## config.mk

```make
export PLATFORM = sky130hd
export DESIGN_NAME = line_arbiter
export DESIGN_NICKNAME = d
export VERILOG_FILES = /design/src/common/mem_bus_pkg.sv /design/src/common/cache_pkg.sv /design/src/logic/line_arbiter.sv
export VERILOG_INCLUDE_DIRS = /design/src /design/src/common
export SDC_FILE = /design/constraint.sdc
export NUM_CORES = 1
export LEC_CHECK = 0
export BUFFER_PORTS_ARGS = -buffer_cell sky130_fd_sc_hd__buf_2
export CORE_AREA = 3 3 635 637
export CTS_CLUSTER_SIZE = 30
export DETAILED_ROUTE_END_ITERATION = 16
export DIE_AREA = 0 0 638 640
export GPL_ROUTABILITY_DRIVEN = 1
export GPL_TIMING_DRIVEN = 0
export SYNTH_ARGS = -nofsm -noshare
export SYNTH_HDL_FRONTEND = slang
export SYNTH_SLANG_ARGS = --single-unit
```

## constraint.sdc

```tcl
create_clock -name clk -period 3.9 [get_ports clk]
set_input_delay 0.78 -clock clk [delete_from_list [all_inputs] [get_ports clk]]
set_output_delay 0.78 -clock clk [all_outputs]
set_load 0.02 [all_outputs]
```

## src/common/mem_consts.svh

```systemverilog
`ifndef MEM_CONSTS_SVH
`define MEM_CONSTS_SVH

////////////////////////////////////////////////////////////
// bus widths
////////////////////////////////////////////////////////////
`define MEM_ADDR_W      32     // byte address
`define MEM_WORD_W      32     // cache port word
`define MEM_BEAT_W      64     // one burst beat
`define MEM_LINE_W      256    // one cache line
`define MEM_BEATS       4      // beats per line

////////////////////////////////////////////////////////////
// cache geometry, direct mapped
////////////////////////////////////////////////////////////
`define CACHE_SETS      16
`define CACHE_INDEX_W   4
`define CACHE_OFFSET_W  5      // byte offset in a line
`define CACHE_TAG_W     23     // addr bits above index

`endif

```

## src/common/mem_bus_pkg.sv

```systemverilog
`include "mem_consts.svh"

package mem_bus_pkg;

    typedef logic [`MEM_ADDR_W-1:0]   addr_t;
    typedef logic [`MEM_WORD_W-1:0]   word_t;
    typedef logic [`MEM_BEAT_W-1:0]   beat_t;
    typedef logic [`MEM_LINE_W-1:0]   line_t;
    typedef logic [`MEM_WORD_W/8-1:0] mask_t;   // one bit per byte

    // cache to adapter, levels held until done
    typedef struct packed {
        addr_t addr;     // line aligned
        logic  read;
        logic  write;
        line_t wdata;
    } line_req_t;

    typedef struct packed {
        logic  done;     // single cycle pulse
        line_t rdata;
    } line_resp_t;

    // burst memory side
    typedef struct packed {
        addr_t addr;
        logic  read;
        logic  write;
        beat_t wdata;
    } bmem_req_t;

    typedef struct packed {
        logic  ready;
        addr_t raddr;
        beat_t rdata;
        logic  rvalid;
    } bmem_resp_t;

    typedef enum logic [1:0] {IDLE, READ_WAIT, WRITE_BURST, DONE} adapter_state_t;

endpackage : mem_bus_pkg

```

## src/common/cache_pkg.sv

```systemverilog
`include "mem_consts.svh"

package cache_pkg;

    // requester side, active while either mask is nonzero
    typedef struct packed {
        mem_bus_pkg::addr_t addr;
        mem_bus_pkg::mask_t rmask;
        mem_bus_pkg::mask_t wmask;
        mem_bus_pkg::word_t wdata;
    } cache_req_t;

    typedef struct packed {
        mem_bus_pkg::word_t rdata;
        logic               resp;    // one clock
    } cache_resp_t;

    typedef logic [`CACHE_TAG_W-1:0]   tag_t;
    typedef logic [`CACHE_INDEX_W-1:0] index_t;

    typedef enum logic [1:0] {
        LOOKUP,
        WRITEBACK,   // dirty victim out
        FILL,        // new line in
        RESPOND
    } cache_state_t;

    // who drives the shared adapter
    typedef enum logic {INSTRUCTION, DATA} owner_t;

endpackage : cache_pkg

```

## src/logic/line_arbiter.sv

```systemverilog
`timescale 1ns/100ps

module line_arbiter (
    input  logic                    clk,
    input  logic                    rst,

    input  logic                    i_adapter_idle,

    input  mem_bus_pkg::line_req_t  i_inst_line_req,
    input  mem_bus_pkg::line_req_t  i_data_line_req,
    output mem_bus_pkg::line_resp_t o_inst_line_resp,
    output mem_bus_pkg::line_resp_t o_data_line_resp,

    output mem_bus_pkg::line_req_t  o_line_req,
    input  mem_bus_pkg::line_resp_t i_line_resp
);
    import cache_pkg::*;

    owner_t owner;
    logic   inst_active;
    logic   data_active;

    assign inst_active = i_inst_line_req.read || i_inst_line_req.write;
    assign data_active = i_data_line_req.read || i_data_line_req.write;

    ////////////////////////////////////////////////////////////
    // owner FSM
    ////////////////////////////////////////////////////////////
    always_ff @(posedge clk) begin
        if (rst) begin
            owner <= INSTRUCTION;
        end else begin
            case (owner)
                INSTRUCTION: begin
                    // idle adapter starts a pending instruction request this cycle
                    if (i_adapter_idle && data_active && !inst_active) begin
                        owner <= DATA;
                    end
                end
                DATA: begin
                    if (i_adapter_idle && !data_active) begin
                        owner <= INSTRUCTION;
                    end
                end
                default: begin
                    owner <= INSTRUCTION;
                end
            endcase
        end
    end

    // request mux and response steering
    always_comb begin
        o_inst_line_resp = '0;
        o_data_line_resp = '0;
        if (owner == DATA) begin
            o_line_req       = i_data_line_req;
            o_data_line_resp = i_line_resp;
        end else begin
            o_line_req       = i_inst_line_req;
            o_inst_line_resp = i_line_resp;
        end
    end

endmodule : line_arbiter

```

==> out/qor.csv <==
metric,value,unit
placement.setup.worst_slack,122,ps
synth_top_area_share,21.4,%
ir_worst_vdd,71.7,uV
ys_top_cells_by_area,"and2_1, nor2b_1, mux2_4",
origin_of_the_worst_setup_path,owner,
grt_max_degree,11,
status,"finished, final reports clean",
post_synth_and_or_nand_nor_area_fraction,43.0,%
required,3120,ps
crit_start_category,flip-flop,
design.core.area,0.399,sq mm
detailed_place_hpwl,380000,um
max_slew.worst_pin.slew,1360,ps
critical_path_arrival,2760,ps
wl,391000,um
initial_antenna_violation_count,354,
finish.instance_area,0.0229,sq mm
nNetsFinal,3384,
global_route.usage.total,18.3,%
part_of_the_yosys_area_used_for_sequential_elements,0.267,%
synth_top_family_by_area,multiplexers,
adder_cell_area_share_of_the_yosys_netlist,0,%
placedInstanceArea,0.0223,sq mm
criticalPathCategory,reg -> out,
initial_cell_density_of_the_core,1.88,%
min-delay-start,i_adapter_idle,
setup_slack,364,ps
cts_hold_buffers,0,
synth_mux_area_share,48.5,%
mean_routed_wirelength_per_cell,48.7,um
layout_commonest_cell,buf_2,
power.switching_fraction,74.8,%
seq_power_share,0.3,%
number_of_nets_with_antenna_violations_after_detailed_routing,0,
avgViaCountPerCell,2.12,
global_route.overflow_total,0,
final_cell_mix,"buf_2, nor2b_1, and2_1, mux2_4, mux2_1",
share_clk_of_total_power,0,%
postSynthNetCount,1738,
dieHeight,640,um
synth_compound_area_share,0.117,%
detail_route.drc_violations,0,
worst_setup_path_end_kind,primary output,
boundaryPins,1644,
timing.clock.skew,0,ps
wire_length_of_the_first_global_routing_pass,421000,um
post_synth_xor_area_fraction,0,%
die-width,638,um
largest_registers,owner x1,
switching_power,3030,uW
cts_repair_resize_count,0,
post_syn_area,0.00750,sq mm
static-leakage-power,0.0102,uW
vias,17000,
number_of_max_slew_violations_in_the_final_report,0,
synth_warnings,0,
number_of_flip_flops_in_the_largest_register,1,
intPower,1020,uW
timing_hold_violations_final,0,
power_per_cell_area,177,mW/mm^2
max_cap_viol_count,0,
syn_area_per_cell,8.35,sq um
area.growth.synth_to_final,205,%
clock_insertion_delay_worst_skew,0,ps
synthCells,898,
max_freq,0.283,GHz
dieArea,0.408,sq mm
floorplan.rows,232,
drive_above_1_share,74.7,%
layout_min_cycle_time,3540,ps
placement.io_buffers,1643,
clk_transition_reported_paths,0,ps
synth_cell_type_count,16,
dr_iter_0_viols,1526,
cts_post_setup_buffers_inserted,0,
setup_repair_after_global_routing_missed_its_margin,false,
cp_max_fo,10,
synth_area_leader_cell,and2_1,
slew-limit-headroom,9.53,%
finalCritPeriodShare,90.7,%
drt_pass1_iterations,6,
top_register,owner,
postSynthRegisterBits,1,
setup_viol,0,
timing.hold.worst.class,in -> reg,
crit-reg2reg-launch,owner,
p_comb_share,99.7,%
first_global_vias,15000,
gp_routability_congestion,1.31,
[through the flow]
step | setup TNS [ps] | cells | util (%) | power (uW) | hold WS (ps)
final | 0 | 8029 | 5.75 | 4040 | 1010
after global routing | 0 | 7888 | 5.66 | 4200 | 1010
after CTS | 0 | 7807 | 5.61 | 4200 | 1000
after detailed placement | 0 | 7807 | 5.61 | 4190 | 1000
after global placement | -28540 | 7806 | 5.60 | 4170 | 985
after floorplan | 0 | 898 | - | 1270 | 793
[power by group through the flow]
stage | clock network [uW] | registers (uW) | logic (uW)
after detailed placement | 0 | 12.6 | 4180
after floorplan | 0 | 11.4 | 1260
after global placement | 0 | 12.5 | 4160
after global routing | 0.00303 | 12.5 | 4190
after CTS | 0 | 12.6 | 4190
final | 0.00769 | 12.3 | 4030
[path summary, 6_finish.rpt]
path | endpoint | slack [ps] | cells past startpoint
setup reg to reg | owner | 1840 | 4
hold / removal | owner | 1010 | 2
setup / recovery | o_data_line_resp[101] | 360 | 5
hold reg to reg | owner | 1400 | 4
[final cells by class]
class / instances / area (sq um)
Antenna cell: 222 / 556
Timing Repair Buffer: 1644 / 8250
Inverter: 1 / 3.75
Tap cell: 5265 / 6590
Sequential cell: 1 / 20.0
Fill cell: 47300 / 376000
Multi-Input combinational cell: 807 / 6880
Buffer: 89 / 603
[cells by family (layout without fill, tap and decap cells)]
family	after synthesis	count (layout)
AND/OR/NAND/NOR	516	516
AO/OA/AOI/OAI	1	1
flip-flops	1	1
other	0	222
buffers and inverters	90	1734
multiplexers	290	290
[worst max-delay path: stages (launching register included)]
cell	delay [ps]
dfxtp_1	480
clkbuf_2	410
buf_16	200
clkbuf_1	1000
and2_1	250
buf_2	360
[synth_stat cells]
cell / count
or3b_2: 1
inv_1: 1
clkbuf_2: 1
mux2_1: 100
buf_8: 11
and2_1: 257
nor2_1: 1
buf_6: 12
a221oi_1: 1
nor2b_1: 257
dfxtp_1: 1
buf_4: 1
mux2_4: 100
mux2_2: 90
clkbuf_1: 27
buf_2: 37
[layer usage]
metal	vias to the layer above	GRT usage (%)	part of all wire, %
li1	6473	-	-
met1	7779	16.3	30
met2	1921	32.0	49
met3	684	14.0	17
met4	180	5.25	3.6
met5	-	0	0.31
Note: power is estimated with default switching activity, not from simulation.
