$ cat src/common/mem_consts.svh
`ifndef MEM_CONSTS_SVH
`define MEM_CONSTS_SVH

////////////////////////////////////////////////////////////
// bus widths
////////////////////////////////////////////////////////////
`define MEM_ADDR_W      32     // byte address
`define MEM_WORD_W      32     // cache port word
`define MEM_BEAT_W      64     // one burst beat
`define MEM_LINE_W      256    // one cache line
`define MEM_BEATS       4      // beats per line

////////////////////////////////////////////////////////////
// cache geometry, direct mapped
////////////////////////////////////////////////////////////
`define CACHE_SETS      16
`define CACHE_INDEX_W   4
`define CACHE_OFFSET_W  5      // byte offset in a line
`define CACHE_TAG_W     23     // addr bits above index

`endif

$ cat src/common/mem_bus_pkg.sv
`include "mem_consts.svh"

package mem_bus_pkg;

    typedef logic [`MEM_ADDR_W-1:0]   addr_t;
    typedef logic [`MEM_WORD_W-1:0]   word_t;
    typedef logic [`MEM_BEAT_W-1:0]   beat_t;
    typedef logic [`MEM_LINE_W-1:0]   line_t;
    typedef logic [`MEM_WORD_W/8-1:0] mask_t;   // one bit per byte

    // cache to adapter, levels held until done
    typedef struct packed {
        addr_t addr;     // line aligned
        logic  read;
        logic  write;
        line_t wdata;
    } line_req_t;

    typedef struct packed {
        logic  done;     // single cycle pulse
        line_t rdata;
    } line_resp_t;

    // burst memory side
    typedef struct packed {
        addr_t addr;
        logic  read;
        logic  write;
        beat_t wdata;
    } bmem_req_t;

    typedef struct packed {
        logic  ready;
        addr_t raddr;
        beat_t rdata;
        logic  rvalid;
    } bmem_resp_t;

    typedef enum logic [1:0] {IDLE, READ_WAIT, WRITE_BURST, DONE} adapter_state_t;

endpackage : mem_bus_pkg

$ cat src/logic/burst_adapter.sv
`timescale 1ns/100ps
`include "mem_consts.svh"

module burst_adapter (
    input  logic                    clk,
    input  logic                    rst,

    input  mem_bus_pkg::line_req_t  i_line_req,
    output mem_bus_pkg::line_resp_t o_line_resp,
    output logic                    o_idle,

    output mem_bus_pkg::bmem_req_t  o_bmem_req,
    input  mem_bus_pkg::bmem_resp_t i_bmem_resp
);
    import mem_bus_pkg::*;

    localparam int                    BEAT_CNT_W = $clog2(`MEM_BEATS);
    localparam logic [BEAT_CNT_W-1:0] LAST_BEAT  = BEAT_CNT_W'(`MEM_BEATS - 1);

    adapter_state_t         state;
    logic [BEAT_CNT_W-1:0]  beat_cnt;
    logic                   read_sent;   // read accepted by memory
    addr_t                  addr_q;
    line_t                  line_q;      // write source or read assembly

    ////////////////////////////////////////////////////////////
    // adapter FSM
    ////////////////////////////////////////////////////////////
    always_ff @(posedge clk) begin
        if (rst) begin
            state     <= IDLE;
            beat_cnt  <= '0;
            read_sent <= 1'b0;
        end else begin
            case (state)
                IDLE: begin
                    beat_cnt  <= '0;
                    read_sent <= 1'b0;
                    if (i_line_req.write) begin
                        state <= WRITE_BURST;
                    end else if (i_line_req.read) begin
                        state <= READ_WAIT;
                    end
                end
                READ_WAIT: begin
                    if (!read_sent && i_bmem_resp.ready) begin
                        read_sent <= 1'b1;
                    end
                    if (i_bmem_resp.rvalid) begin
                        beat_cnt <= beat_cnt + 1'b1;
                        if (beat_cnt == LAST_BEAT) begin
                            state <= DONE;
                        end
                    end
                end
                WRITE_BURST: begin
                    if (i_bmem_resp.ready) begin   // beat taken
                        beat_cnt <= beat_cnt + 1'b1;
                        if (beat_cnt == LAST_BEAT) begin
                            state <= DONE;
                        end
                    end
                end
                DONE: begin
                    state <= IDLE;
                end
                default: begin
                    state <= IDLE;
                end
            endcase
        end
    end

    // latch the line request, shift in read beats
    always_ff @(posedge clk) begin
        if (state == IDLE) begin
            addr_q <= i_line_req.addr;
            line_q <= i_line_req.wdata;
        end else if ((state == READ_WAIT) && i_bmem_resp.rvalid) begin
            line_q <= {i_bmem_resp.rdata, line_q[`MEM_LINE_W-1:`MEM_BEAT_W]};   // beat 0 ends low
        end
    end

    ////////////////////////////////////////////////////////////
    // outputs
    ////////////////////////////////////////////////////////////
    always_comb begin
        o_bmem_req.addr   = addr_q;
        o_bmem_req.read   = (state == READ_WAIT) && !read_sent;
        o_bmem_req.write  = (state == WRITE_BURST);
        o_bmem_req.wdata  = line_q[beat_cnt*`MEM_BEAT_W +: `MEM_BEAT_W];
        o_line_resp.done  = (state == DONE);
        o_line_resp.rdata = line_q;
    end

    assign o_idle = (state == IDLE);

endmodule : burst_adapter

$ cat config.mk
export PLATFORM = sky130hd
export DESIGN_NAME = burst_adapter
export DESIGN_NICKNAME = d
export VERILOG_FILES = /design/src/common/mem_bus_pkg.sv /design/src/logic/burst_adapter.sv
export VERILOG_INCLUDE_DIRS = /design/src /design/src/common
export SDC_FILE = /design/constraint.sdc
export NUM_CORES = 1
export LEC_CHECK = 0
export BUFFER_PORTS_ARGS = -buffer_cell sky130_fd_sc_hd__buf_2
export CORE_AREA = 2 2 293 295
export CTS_BUF_LIST = sky130_fd_sc_hd__clkbuf_2 sky130_fd_sc_hd__clkbuf_4 sky130_fd_sc_hd__clkbuf_8
export CTS_CLUSTER_DIAMETER = 100
export DETAILED_ROUTE_END_ITERATION = 16
export DIE_AREA = 0 0 295 297
export HOLD_SLACK_MARGIN = 0.02
export PLACE_DENSITY_LB_ADDON = 0.2
export SKIP_LAST_GASP = 1
export SLEW_MARGIN = 20
export SYNTH_ARGS = -nofsm -noshare
export SYNTH_HDL_FRONTEND = slang
export SYNTH_SLANG_ARGS = --single-unit
$ cat constraint.sdc
create_clock -name clk -period 8.57 [get_ports clk]
set_clock_uncertainty 0.2 [all_clocks]
set_input_delay 1.714 -clock clk [delete_from_list [all_inputs] [get_ports clk]]
set_output_delay 1.714 -clock clk [all_outputs]
set_load 0.005 [all_outputs]
==> impl_metrics.py <==
metrics = {
    "sta": {
        "fin_ws_ns": 3.49,
        "relSlewSlack_pct": 15.6,
        "worst_slew_pin_slew_ns": 1.27,
        "hold_ws_ns": 0.283,
        "clock.fmax_ghz": 0.197,
        "period_share_pct": 59.3,
        "finalHoldViolCount": 0,
        "rsz0062_at_grt": "false",
        "final_max_slew_viol_count": 0,
        "setup_viol": 0,
        "min_period_ns": 5.08,
        "setup-tns-final_ns": 0,
    },
    "cells_and_area": {
        "area_growth_pct": 43.6,
        "final_cell_area_mm2": 0.0196,
        "final_cells": 2623,
        "layout-drive-gt1-share_pct": 77.2,
        "fin_util_pct": 23.2,
        "fill_cells": 9053,
        "nets": 1825,
    },
    "routing": {
        "viasPerCell": 3.69,
        "vias": 9668,
        "drtPass1Iterations": 4,
        "drtAntennaViolNets": 0,
        "drtIter0Drc": 398,
        "avgRoutedWirePerCell_um": 19.6,
        "drc": 0,
        "drt_wl_total_um": 51400,
    },
    "power_and_ir_drop": {
        "p_total_mw": 8.18,
        "p_per_area_mw_per_mm2": 418,
        "p_leak_nw": 7.92,
        "vdd_drop_max_mv": 0.294,
    },
    "clocking": {
        "clock_latency_ns": 0.63,
        "cts_setup_buffers": 0,
        "numCtsBuffers": 58,
        "cts_root_buffer": "clkbuf_8",
        "cts_tree": "yes",
        "cts.clk_slew.worst_paths_ns": 0.06,
        "cts.sink_count": 293,
        "cts_max_level": 2,
        "post_cts_resized": 0,
        "cts_max_path_buffers": 3,
        "cts-hold-fix-buffers": 0,
    },
    "logic_synthesis": {
        "synth_compound_area_share_pct": 0.495,
        "synth_top_area_share_pct": 63.4,
        "seq_area_frac_synth_pct": 64.1,
        "muxShareOfSynthArea_pct": 31.8,
        "yosys.area_share.simple_pct": 0.734,
        "ys.warnings.count": 0,
        "synth-xor-area-share_pct": 0,
        "yosysTopAreaCell": "edfxtp_1",
        "ys_top_cells_by_area": "edfxtp_1 63%, mux2_2 21%, mux4_2 11%, buf_4 1.3%, dfxtp_1 0.73%",
        "syn_inst": 692,
        "synthAdderAreaFrac_pct": 0.459,
        "synth.ff_latch_count": 293,
        "syn-cell-area_mm2": 0.0136,
        "postSynthAreaPerCell_um2": 19.7,
        "synth_top_family_by_area": "multiplexers",
        "synth.distinct_cells": 25,
        "syn_nets": 1087,
    },
    "global_route": {
        "grt_use_total_pct": 11.2,
        "first_global_vias": 10469,
        "grt_max_degree": 158,
        "grt_pass1_wl_um": 72400,
        "gr-total-overflow": 0,
        "antenna_found_initial": 9,
    },
    "floorplan": {
        "pin_count": 746,
        "start_util_pct": 16.2,
        "placementRows": 107,
        "die-area_mm2": 0.0876,
        "fp.dieH_um": 297,
        "coreArea_mm2": 0.0845,
        "fp.dieW_um": 295,
    },
    "run_status": {
        "status": "finished clean",
    },
    "critical_path": {
        "worstSetupEndpointType": "output pin",
        "critical_path_class": "reg -> out",
        "cp-start-kind": "flip-flop",
        "cp_max_fo": 39,
        "required_ns": 6.66,
        "crit_arrival_ns": 3.16,
    },
    "place": {
        "gp_congestion": 0.789,
        "dp.cells": 2514,
        "dp_hpwl_um": 37900,
        "pre_cts_slack_ns": 4.01,
        "io_buffers": 713,
        "dpl_cell_area_mm2": 0.0184,
    },
    "min_path": {
        "hold_class": "reg -> reg",
    },
    "flow_run": {
        "drv_cap": 0,
    },
}
report_power, final:
| part | total, mW | internal, mW | switching [mW] |
|---|---|---|---|
| combinational | 3.47 | 1.75 | 1.72 |
| sequential | 3.26 | 2.72 | 0.540 |
| clock | 1.45 | 0.788 | 0.661 |
area by class of cell:
| cell class | count | area [µm²] | area share (%) |
|---|---|---|---|
| Sequential cell | 293 | 8760 | 44.7 |
| Multi-Input combinational cell | 353 | 4590 | 23.4 |
| Timing Repair Buffer | 721 | 3650 | 18.6 |
| Tap cell | 1144 | 1430 | 7.30 |
| Clock buffer | 78 | 967 | 4.94 |
| Clock inverter | 28 | 175 | 0.894 |
| Inverter | 3 | 11.3 | 0.0575 |
| Antenna cell | 3 | 7.51 | 0.0383 |
cell usage in the layout, fill, tap and decap left out:
cell / instances
nand2_1: 3
o21ai_0: 1
ha_4: 1
diode_2: 3
inv_1: 3
nor4_1: 1
clkinvlp_4: 1
buf_2: 713
buf_12: 2
nand2b_1: 2
nor3b_1: 1
clkinv_2: 11
mux4_2: 64
dfxtp_4: 2
a211o_1: 1
mux2i_1: 2
bufinv_16: 2
or4_1: 3
nor2b_4: 1
nand2_4: 1
edfxtp_1: 288
a21oi_1: 4
o41ai_1: 1
clkinv_1: 14
clkbuf_4: 17
nor2_1: 1
dfxtp_1: 3
mux2_2: 256
o31ai_1: 2
nor2b_1: 3
clkbuf_8: 61
ha_1: 4
buf_4: 6
o21ba_2: 1
flip-flops by register name, summed over array words and instances (netlist names):
name,count
state,2
beat_cnt,2
addr_q,32
line_q,256
read_sent,1
cells in the mapped netlist (all sizes together):
| cell | n |
|---|---|
| a211o | 1 |
| a21oi | 4 |
| buf | 42 |
| clkbuf | 1 |
| dfxtp | 5 |
| edfxtp | 288 |
| ha | 5 |
| inv | 3 |
| mux2 | 256 |
| mux2i | 2 |
| mux4 | 64 |
| nand2 | 4 |
| nand2b | 2 |
| nor2 | 1 |
| nor2b | 4 |
| nor3b | 1 |
| nor4 | 1 |
| o21ai | 1 |
| o21ba | 1 |
| o31ai | 2 |
| o41ai | 1 |
| or4 | 3 |
cell families (layout without fill, tap and decap cells):
family / count (synthesis) / in the layout
muxes: 322 / 322
and+or+nand+nor: 16 / 16
buffers and inverters: 46 / 830
other: 0 / 3
DFF: 293 / 293
adders and majority gates: 5 / 5
AOI/OAI and AO/OA: 10 / 10
worst max-delay path: stages (launching register included):
cell and delay, ns:
dfxtp_4 0.78, buf_4 0.86, mux4_2 0.67, buf_2 0.16
layer usage:
| metal | part of all wire [%] | track usage [%] | wire (µm) |
|---|---|---|---|
| met5 | 0.052 | 0 | 27 |
| met2 | 52 | 19.9 | 26500 |
| met3 | 6.8 | 2.80 | 3500 |
| met4 | 2.9 | 4.07 | 1490 |
| met1 | 39 | 12.8 | 19900 |
worst paths after layout:
kind                from  slack, ns  cells past startpoint             end
max reg2reg     state[1]       4.81                      6     line_q[218]
max          beat_cnt[0]       3.49                      3  o_bmem_req[47]
min            read_sent       0.28                      2       read_sent
min reg2reg    read_sent       0.28                      2       read_sent
(Power assumes the default switching activity.)
