## src/common/mem_consts.svh

```systemverilog
`ifndef MEM_CONSTS_SVH
`define MEM_CONSTS_SVH

////////////////////////////////////////////////////////////
// bus widths
////////////////////////////////////////////////////////////
`define MEM_ADDR_W      32     // byte address
`define MEM_WORD_W      32     // cache port word
`define MEM_BEAT_W      64     // one burst beat
`define MEM_LINE_W      256    // one cache line
`define MEM_BEATS       4      // beats per line

////////////////////////////////////////////////////////////
// cache geometry, direct mapped
////////////////////////////////////////////////////////////
`define CACHE_SETS      16
`define CACHE_INDEX_W   4
`define CACHE_OFFSET_W  5      // byte offset in a line
`define CACHE_TAG_W     23     // addr bits above index

`endif

```

## src/common/mem_bus_pkg.sv

```systemverilog
`include "mem_consts.svh"

package mem_bus_pkg;

    typedef logic [`MEM_ADDR_W-1:0]   addr_t;
    typedef logic [`MEM_WORD_W-1:0]   word_t;
    typedef logic [`MEM_BEAT_W-1:0]   beat_t;
    typedef logic [`MEM_LINE_W-1:0]   line_t;
    typedef logic [`MEM_WORD_W/8-1:0] mask_t;   // one bit per byte

    // cache to adapter, levels held until done
    typedef struct packed {
        addr_t addr;     // line aligned
        logic  read;
        logic  write;
        line_t wdata;
    } line_req_t;

    typedef struct packed {
        logic  done;     // single cycle pulse
        line_t rdata;
    } line_resp_t;

    // burst memory side
    typedef struct packed {
        addr_t addr;
        logic  read;
        logic  write;
        beat_t wdata;
    } bmem_req_t;

    typedef struct packed {
        logic  ready;
        addr_t raddr;
        beat_t rdata;
        logic  rvalid;
    } bmem_resp_t;

    typedef enum logic [1:0] {IDLE, READ_WAIT, WRITE_BURST, DONE} adapter_state_t;

endpackage : mem_bus_pkg

```

## src/common/cache_pkg.sv

```systemverilog
`include "mem_consts.svh"

package cache_pkg;

    // requester side, active while either mask is nonzero
    typedef struct packed {
        mem_bus_pkg::addr_t addr;
        mem_bus_pkg::mask_t rmask;
        mem_bus_pkg::mask_t wmask;
        mem_bus_pkg::word_t wdata;
    } cache_req_t;

    typedef struct packed {
        mem_bus_pkg::word_t rdata;
        logic               resp;    // one clock
    } cache_resp_t;

    typedef logic [`CACHE_TAG_W-1:0]   tag_t;
    typedef logic [`CACHE_INDEX_W-1:0] index_t;

    typedef enum logic [1:0] {
        LOOKUP,
        WRITEBACK,   // dirty victim out
        FILL,        // new line in
        RESPOND
    } cache_state_t;

    // who drives the shared adapter
    typedef enum logic {INSTRUCTION, DATA} owner_t;

endpackage : cache_pkg

```

## src/cache/cache_ctrl.sv

```systemverilog
`timescale 1ns/100ps
`include "mem_consts.svh"

module cache_ctrl (
    input  logic                    clk,
    input  logic                    rst,

    input  cache_pkg::cache_req_t   i_req,
    output cache_pkg::cache_resp_t  o_resp,

    output mem_bus_pkg::line_req_t  o_line_req,
    input  mem_bus_pkg::line_resp_t i_line_resp
);
    import mem_bus_pkg::*;
    import cache_pkg::*;

    localparam int WORD_SEL_W = `CACHE_OFFSET_W - 2;

    cache_state_t            state;

    line_t                   data_arr [`CACHE_SETS];
    tag_t                    tag_arr  [`CACHE_SETS];
    logic [`CACHE_SETS-1:0]  valid;
    logic [`CACHE_SETS-1:0]  dirty;

    tag_t                    req_tag;
    index_t                  req_index;
    logic [WORD_SEL_W-1:0]   word_sel;
    logic                    req_active;
    logic                    req_write;
    logic                    hit;

    line_t                   cur_line;
    line_t                   merged_line;
    word_t                   rdata_q;

    ////////////////////////////////////////////////////////////
    // address split and tag compare
    ////////////////////////////////////////////////////////////
    assign req_tag    = i_req.addr[`MEM_ADDR_W-1 -: `CACHE_TAG_W];
    assign req_index  = i_req.addr[`CACHE_OFFSET_W +: `CACHE_INDEX_W];
    assign word_sel   = i_req.addr[`CACHE_OFFSET_W-1:2];   // word within line

    assign req_write  = |i_req.wmask;
    assign req_active = (|i_req.rmask) || req_write;
    assign hit        = valid[req_index] && (tag_arr[req_index] == req_tag);

    assign cur_line   = data_arr[req_index];

    // store bytes merged into the indexed line
    always_comb begin
        merged_line = cur_line;
        for (int b = 0; b < `MEM_WORD_W/8; b++) begin
            if (i_req.wmask[b]) begin
                merged_line[word_sel*`MEM_WORD_W + b*8 +: 8] = i_req.wdata[b*8 +: 8];
            end
        end
    end

    ////////////////////////////////////////////////////////////
    // control FSM, valid and dirty bits
    ////////////////////////////////////////////////////////////
    always_ff @(posedge clk) begin
        if (rst) begin
            state <= LOOKUP;
            valid <= '0;
            dirty <= '0;
        end else begin
            case (state)
                LOOKUP: begin
                    if (req_active) begin
                        if (hit) begin
                            state <= RESPOND;
                            if (req_write) begin
                                dirty[req_index] <= 1'b1;
                            end
                        end else if (valid[req_index] && dirty[req_index]) begin
                            state <= WRITEBACK;   // victim must go out first
                        end else begin
                            state <= FILL;
                        end
                    end
                end
                WRITEBACK: begin
                    if (i_line_resp.done) begin
                        state <= FILL;
                    end
                end
                FILL: begin
                    if (i_line_resp.done) begin
                        valid[req_index] <= 1'b1;
                        dirty[req_index] <= 1'b0;
                        state            <= LOOKUP;   // replays as a hit
                    end
                end
                RESPOND: begin
                    state <= LOOKUP;
                end
                default: begin
                    state <= LOOKUP;
                end
            endcase
        end
    end

    ////////////////////////////////////////////////////////////
    // data and tag arrays
    ////////////////////////////////////////////////////////////
    always_ff @(posedge clk) begin
        if ((state == LOOKUP) && req_active && hit) begin
            rdata_q <= merged_line[word_sel*`MEM_WORD_W +: `MEM_WORD_W];
            if (req_write) begin
                data_arr[req_index] <= merged_line;
            end
        end
        if ((state == FILL) && i_line_resp.done) begin
            data_arr[req_index] <= i_line_resp.rdata;   // install line
            tag_arr[req_index]  <= req_tag;
        end
    end

    // requester side
    assign o_resp.rdata = rdata_q;
    assign o_resp.resp  = (state == RESPOND);

    // line side, write and read never together
    always_comb begin
        o_line_req.read  = (state == FILL);
        o_line_req.write = (state == WRITEBACK);
        o_line_req.wdata = cur_line;
        if (state == WRITEBACK) begin
            o_line_req.addr = {tag_arr[req_index], req_index, {`CACHE_OFFSET_W{1'b0}}};
        end else begin
            o_line_req.addr = {req_tag, req_index, {`CACHE_OFFSET_W{1'b0}}};
        end
    end

endmodule : cache_ctrl

```

## config.mk

```make
export PLATFORM = sky130hd
export DESIGN_NAME = cache_ctrl
export DESIGN_NICKNAME = d
export VERILOG_FILES = /design/src/common/mem_bus_pkg.sv /design/src/common/cache_pkg.sv /design/src/cache/cache_ctrl.sv
export VERILOG_INCLUDE_DIRS = /design/src /design/src/common
export SDC_FILE = /design/constraint.sdc
export NUM_CORES = 2
export LEC_CHECK = 0
export BUFFER_PORTS_ARGS = -buffer_cell sky130_fd_sc_hd__buf_4
export CAP_MARGIN = 20
export CORE_MARGIN = 10
export CORE_UTILIZATION = 62
export CTS_CLUSTER_SIZE = 14
export DETAILED_ROUTE_END_ITERATION = 8
export PLACE_DENSITY = 0.76
export SYNTH_ARGS = -nofsm -noshare
export SYNTH_HDL_FRONTEND = slang
export SYNTH_MEMORY_MAX_BITS = 65536
export SYNTH_SLANG_ARGS = --single-unit
export TNS_END_PERCENT = 10
```

## constraint.sdc

```tcl
create_clock -name clk -period 17.6 [get_ports clk]
set_clock_uncertainty 0.2 [all_clocks]
set_input_delay 0 -clock clk [delete_from_list [all_inputs] [get_ports clk]]
set_output_delay 0 -clock clk [all_outputs]
set_load 0.01 [all_outputs]
```

==> results.toml <==
[final_layout]
instances_no_fill = 13600
final_common_cell = "edfxtp_1"
design_area_um2 = 208000
syn2layout_area_growth_pct = 16.1
drive_above_1_share_pct = 32.3
nNetsFinal = 9729
mostFrequentLayoutCells = "edfxtp_1 (4496), mux4_2 (1427), buf_4 (855)"
n_fill_cell = 15700

[timing]
slew_violations = 0
hold_ws_ps = -11.4
finalSetupViolCount = 0
rsz0062_at_grt = "no"
period_share_pct = 52.9
worstMarginPinSlew_ps = 1340
final_hold_viol_count = 15
max_freq_mhz = 107
fin_ws_ps = 8280
slew-limit-headroom_pct = 9.87
post-route-min-period_ps = 9320
setup_tns_ps = 0

[synth]
syn_avg_cell_area_um2 = 22.2
yosysTopAreaCell = "edfxtp_1"
synth-warning-count = 0
synth_edf_count = 4496
yosys_register_bits = 4530
synth_cell_type_count = 71
synth_top_cell_area_share_pct = 75.3
ys_async_sr_fraction_pct = 0
ys_top_cells_by_area = "edfxtp_1 (75%), mux4_2 (18%), mux2_2 (0.96%)"
syn-instance-count = 8062
syn_area_um2 = 179000
ys.flop_type = "edfxtp_1"
seq_area_frac_synth_pct = 75.7

[critical_path]
cp_data_required_time_ps = 18010
path_cells = "dlygate4sd3_1 > buf_16 > buf_4 > buf_4 > mux4_1 > nor2_1 > o211a_1 > nor4_1 > or4_4 > nor4_4 > buf_4 > nand3_2 > a21oi_4 > buf_4 > buf_4 > buf_4"
crit_arrival_ps = 9730
endpoint_kind = "register"
reg2reg_depth = 12
critPathKind = "primary input to register"
max_stage_delay_ps = 1130
crit_fanout = 108
cp_slowest_cell = "a21oi_4"
reg2reg_to = "data_arr[0][190]"
ff2ff_setup_slack_ps = 9850
worstSetupStartpointType = "primary input"
r2r-start = "tag_arr[13][18]"
crit_path_frequent_cell = "buf_4"

[cts]
clock_latency_ps = 1010
cts_resized = 0
max-clock-path-buffers = 4
root_buffer = "clkbuf_16"
cts_setup_buffers = 0
cts.sinks = 4530
ctsHtreeMaxLevel = 5
cts_buffers = 436
clk_pin_slew_ps = 60
cts_tree = "yes"

[floorplan]
fp.dieH_um = 558
fp.dieArea_um2 = 311000
die_w_um = 558
rows = 197
start_util_pct = 62.2
ios = 654
core_um2 = 288000

[detailed_routing]
wl_um = 573000
post_drt_wl_per_cell_um = 42.1
vias = 98600
first_pass_iters = 9
ant_nets = 0
drtIter0Drc = 17400
drc = 297
viasPerCell = 7.25

[placed_design]
placed_area_um2 = 189000
dp.cells = 12200
post-place-ws_ps = 7900
dp_hpwl_um = 341000
gp_congestion = 1.03
port_buffers = 646

[global_routing]
grt_usage_pct = 36.5
antenna_found_initial = 109
overflow = 0
grt_pass1_wl_um = 783000
grt_pass1_vias = 95200
grt_max_degree = 124

[worst_hold_path]
worstHoldPathCells = 5
hp-start = "i_line_resp[181]"
min_to = "data_arr[0][181]"
hold_class = "primary input to register"

[pwr]
peakVddDrop_uv = 103
p_total_mw = 23.6
p_per_area_nw_per_um2 = 113
cellLeakagePower_nw = 66.6

[outcome]
outcome = "finished with violations"
violations = "design-rule violations, negative hold slack"

[flow_run]
maxCapViolations = 0
[logic make-up after synthesis]
group,Yosys count,synth area share [%]
flops,4530,75.7
mux,1646,19.3
simple gates,810,1.89
compound gates,548,1.69
buf+inv,496,1.24
xor+xnor,25,0.122
fa+ha+maj,6,0.0419
other cells,1,0.00209
[stage by stage]
stage,hold WS (ps),utilization [%]
final,-11.4,72.2
after detailed placement,120,65.6
after global placement,100,65.5
after CTS,0.390,71.9
after floorplan,-108,-
after global routing,16.5,72.2
[where the power goes]
part           total (mW)  internal, mW  switching (mW)
combinational        2.13         0.725            1.41
sequential           12.2          12.2          0.0184
clock                9.19          5.09            4.10
[cell usage after synthesis, drive strengths merged (4+ instances only)]
cell type	n
clkbuf	263
mux2i	64
ha	6
nand3	23
nand2b	10
mux2	153
inv	29
a211oi	23
and2	5
mux4	1429
nand4	19
nor4	6
a22o	6
nor3	11
xor2	11
xnor2	14
o21ai	143
a21oi	313
o22ai	7
or4	4
a22oi	17
nand2	309
a221oi	5
edfxtp	4496
a31oi	15
nor2b	25
buf	202
nor2	383
dfxtp	34
[flip-flops by register name, summed over array words and instances, names as in the netlist, named ones only]
register / cells
data_arr: 4096
rdata_q: 32
state: 2
tag_arr: 368
valid: 16
[worst max path at each step]
stage / startpoint / to / slack, ps / cells after the start
after global routing: i_req[45] / data_arr[0][155] / 7770 / 16
after detailed placement: i_req[45] / data_arr[0][150] / 7900 / 15
after global placement: i_req[45] / data_arr[0][150] / 7970 / 15
after floorplan: i_req[45] / data_arr[10][0] / 1640 / 14
final: i_req[45] / data_arr[0][190] / 8280 / 16
after CTS: i_req[45] / data_arr[0][155] / 8160 / 16
[per-layer routing]
metal / routed length (um) / part of all wire (%) / global-route usage, % / vias to the layer above
li1: - / - / - / 36800
met1: 177000 / 31 / 46.7 / 50800
met2: 253000 / 44 / 52.5 / 9104
met3: 96100 / 17 / 15.7 / 1746
met4: 46800 / 8.2 / 22.1 / 80
met5: 701 / 0.12 / 0.747 / -
[critical path: cells and delay by family]
family | cells | cell delay, ps
buffers and inverters | 8 | 5620
AOI/OAI and AO/OA | 2 | 1350
and+or+nand+nor | 5 | 1830
muxes | 1 | 660
[layout make-up]
cell class	count	area (um2)	area share, %
Clock buffer	520	11300	5.43
Clock inverter	277	2580	1.24
Inverter	31	121	0.0584
Timing Repair Buffer	1353	11800	5.65
Sequential cell	4530	136000	65.2
Antenna cell	79	198	0.0951
Tap cell	3781	4730	2.27
Multi-Input combinational cell	3040	41600	20.0
[repair_timing]
action / 4_1_cts / 5_1_grt
setup endpoints to repair: 0 / 0
hold buffers: 446 / 17
endpoints found under the hold margin: 4388 / 137
Note: power is estimated with default switching activity, not from simulation.
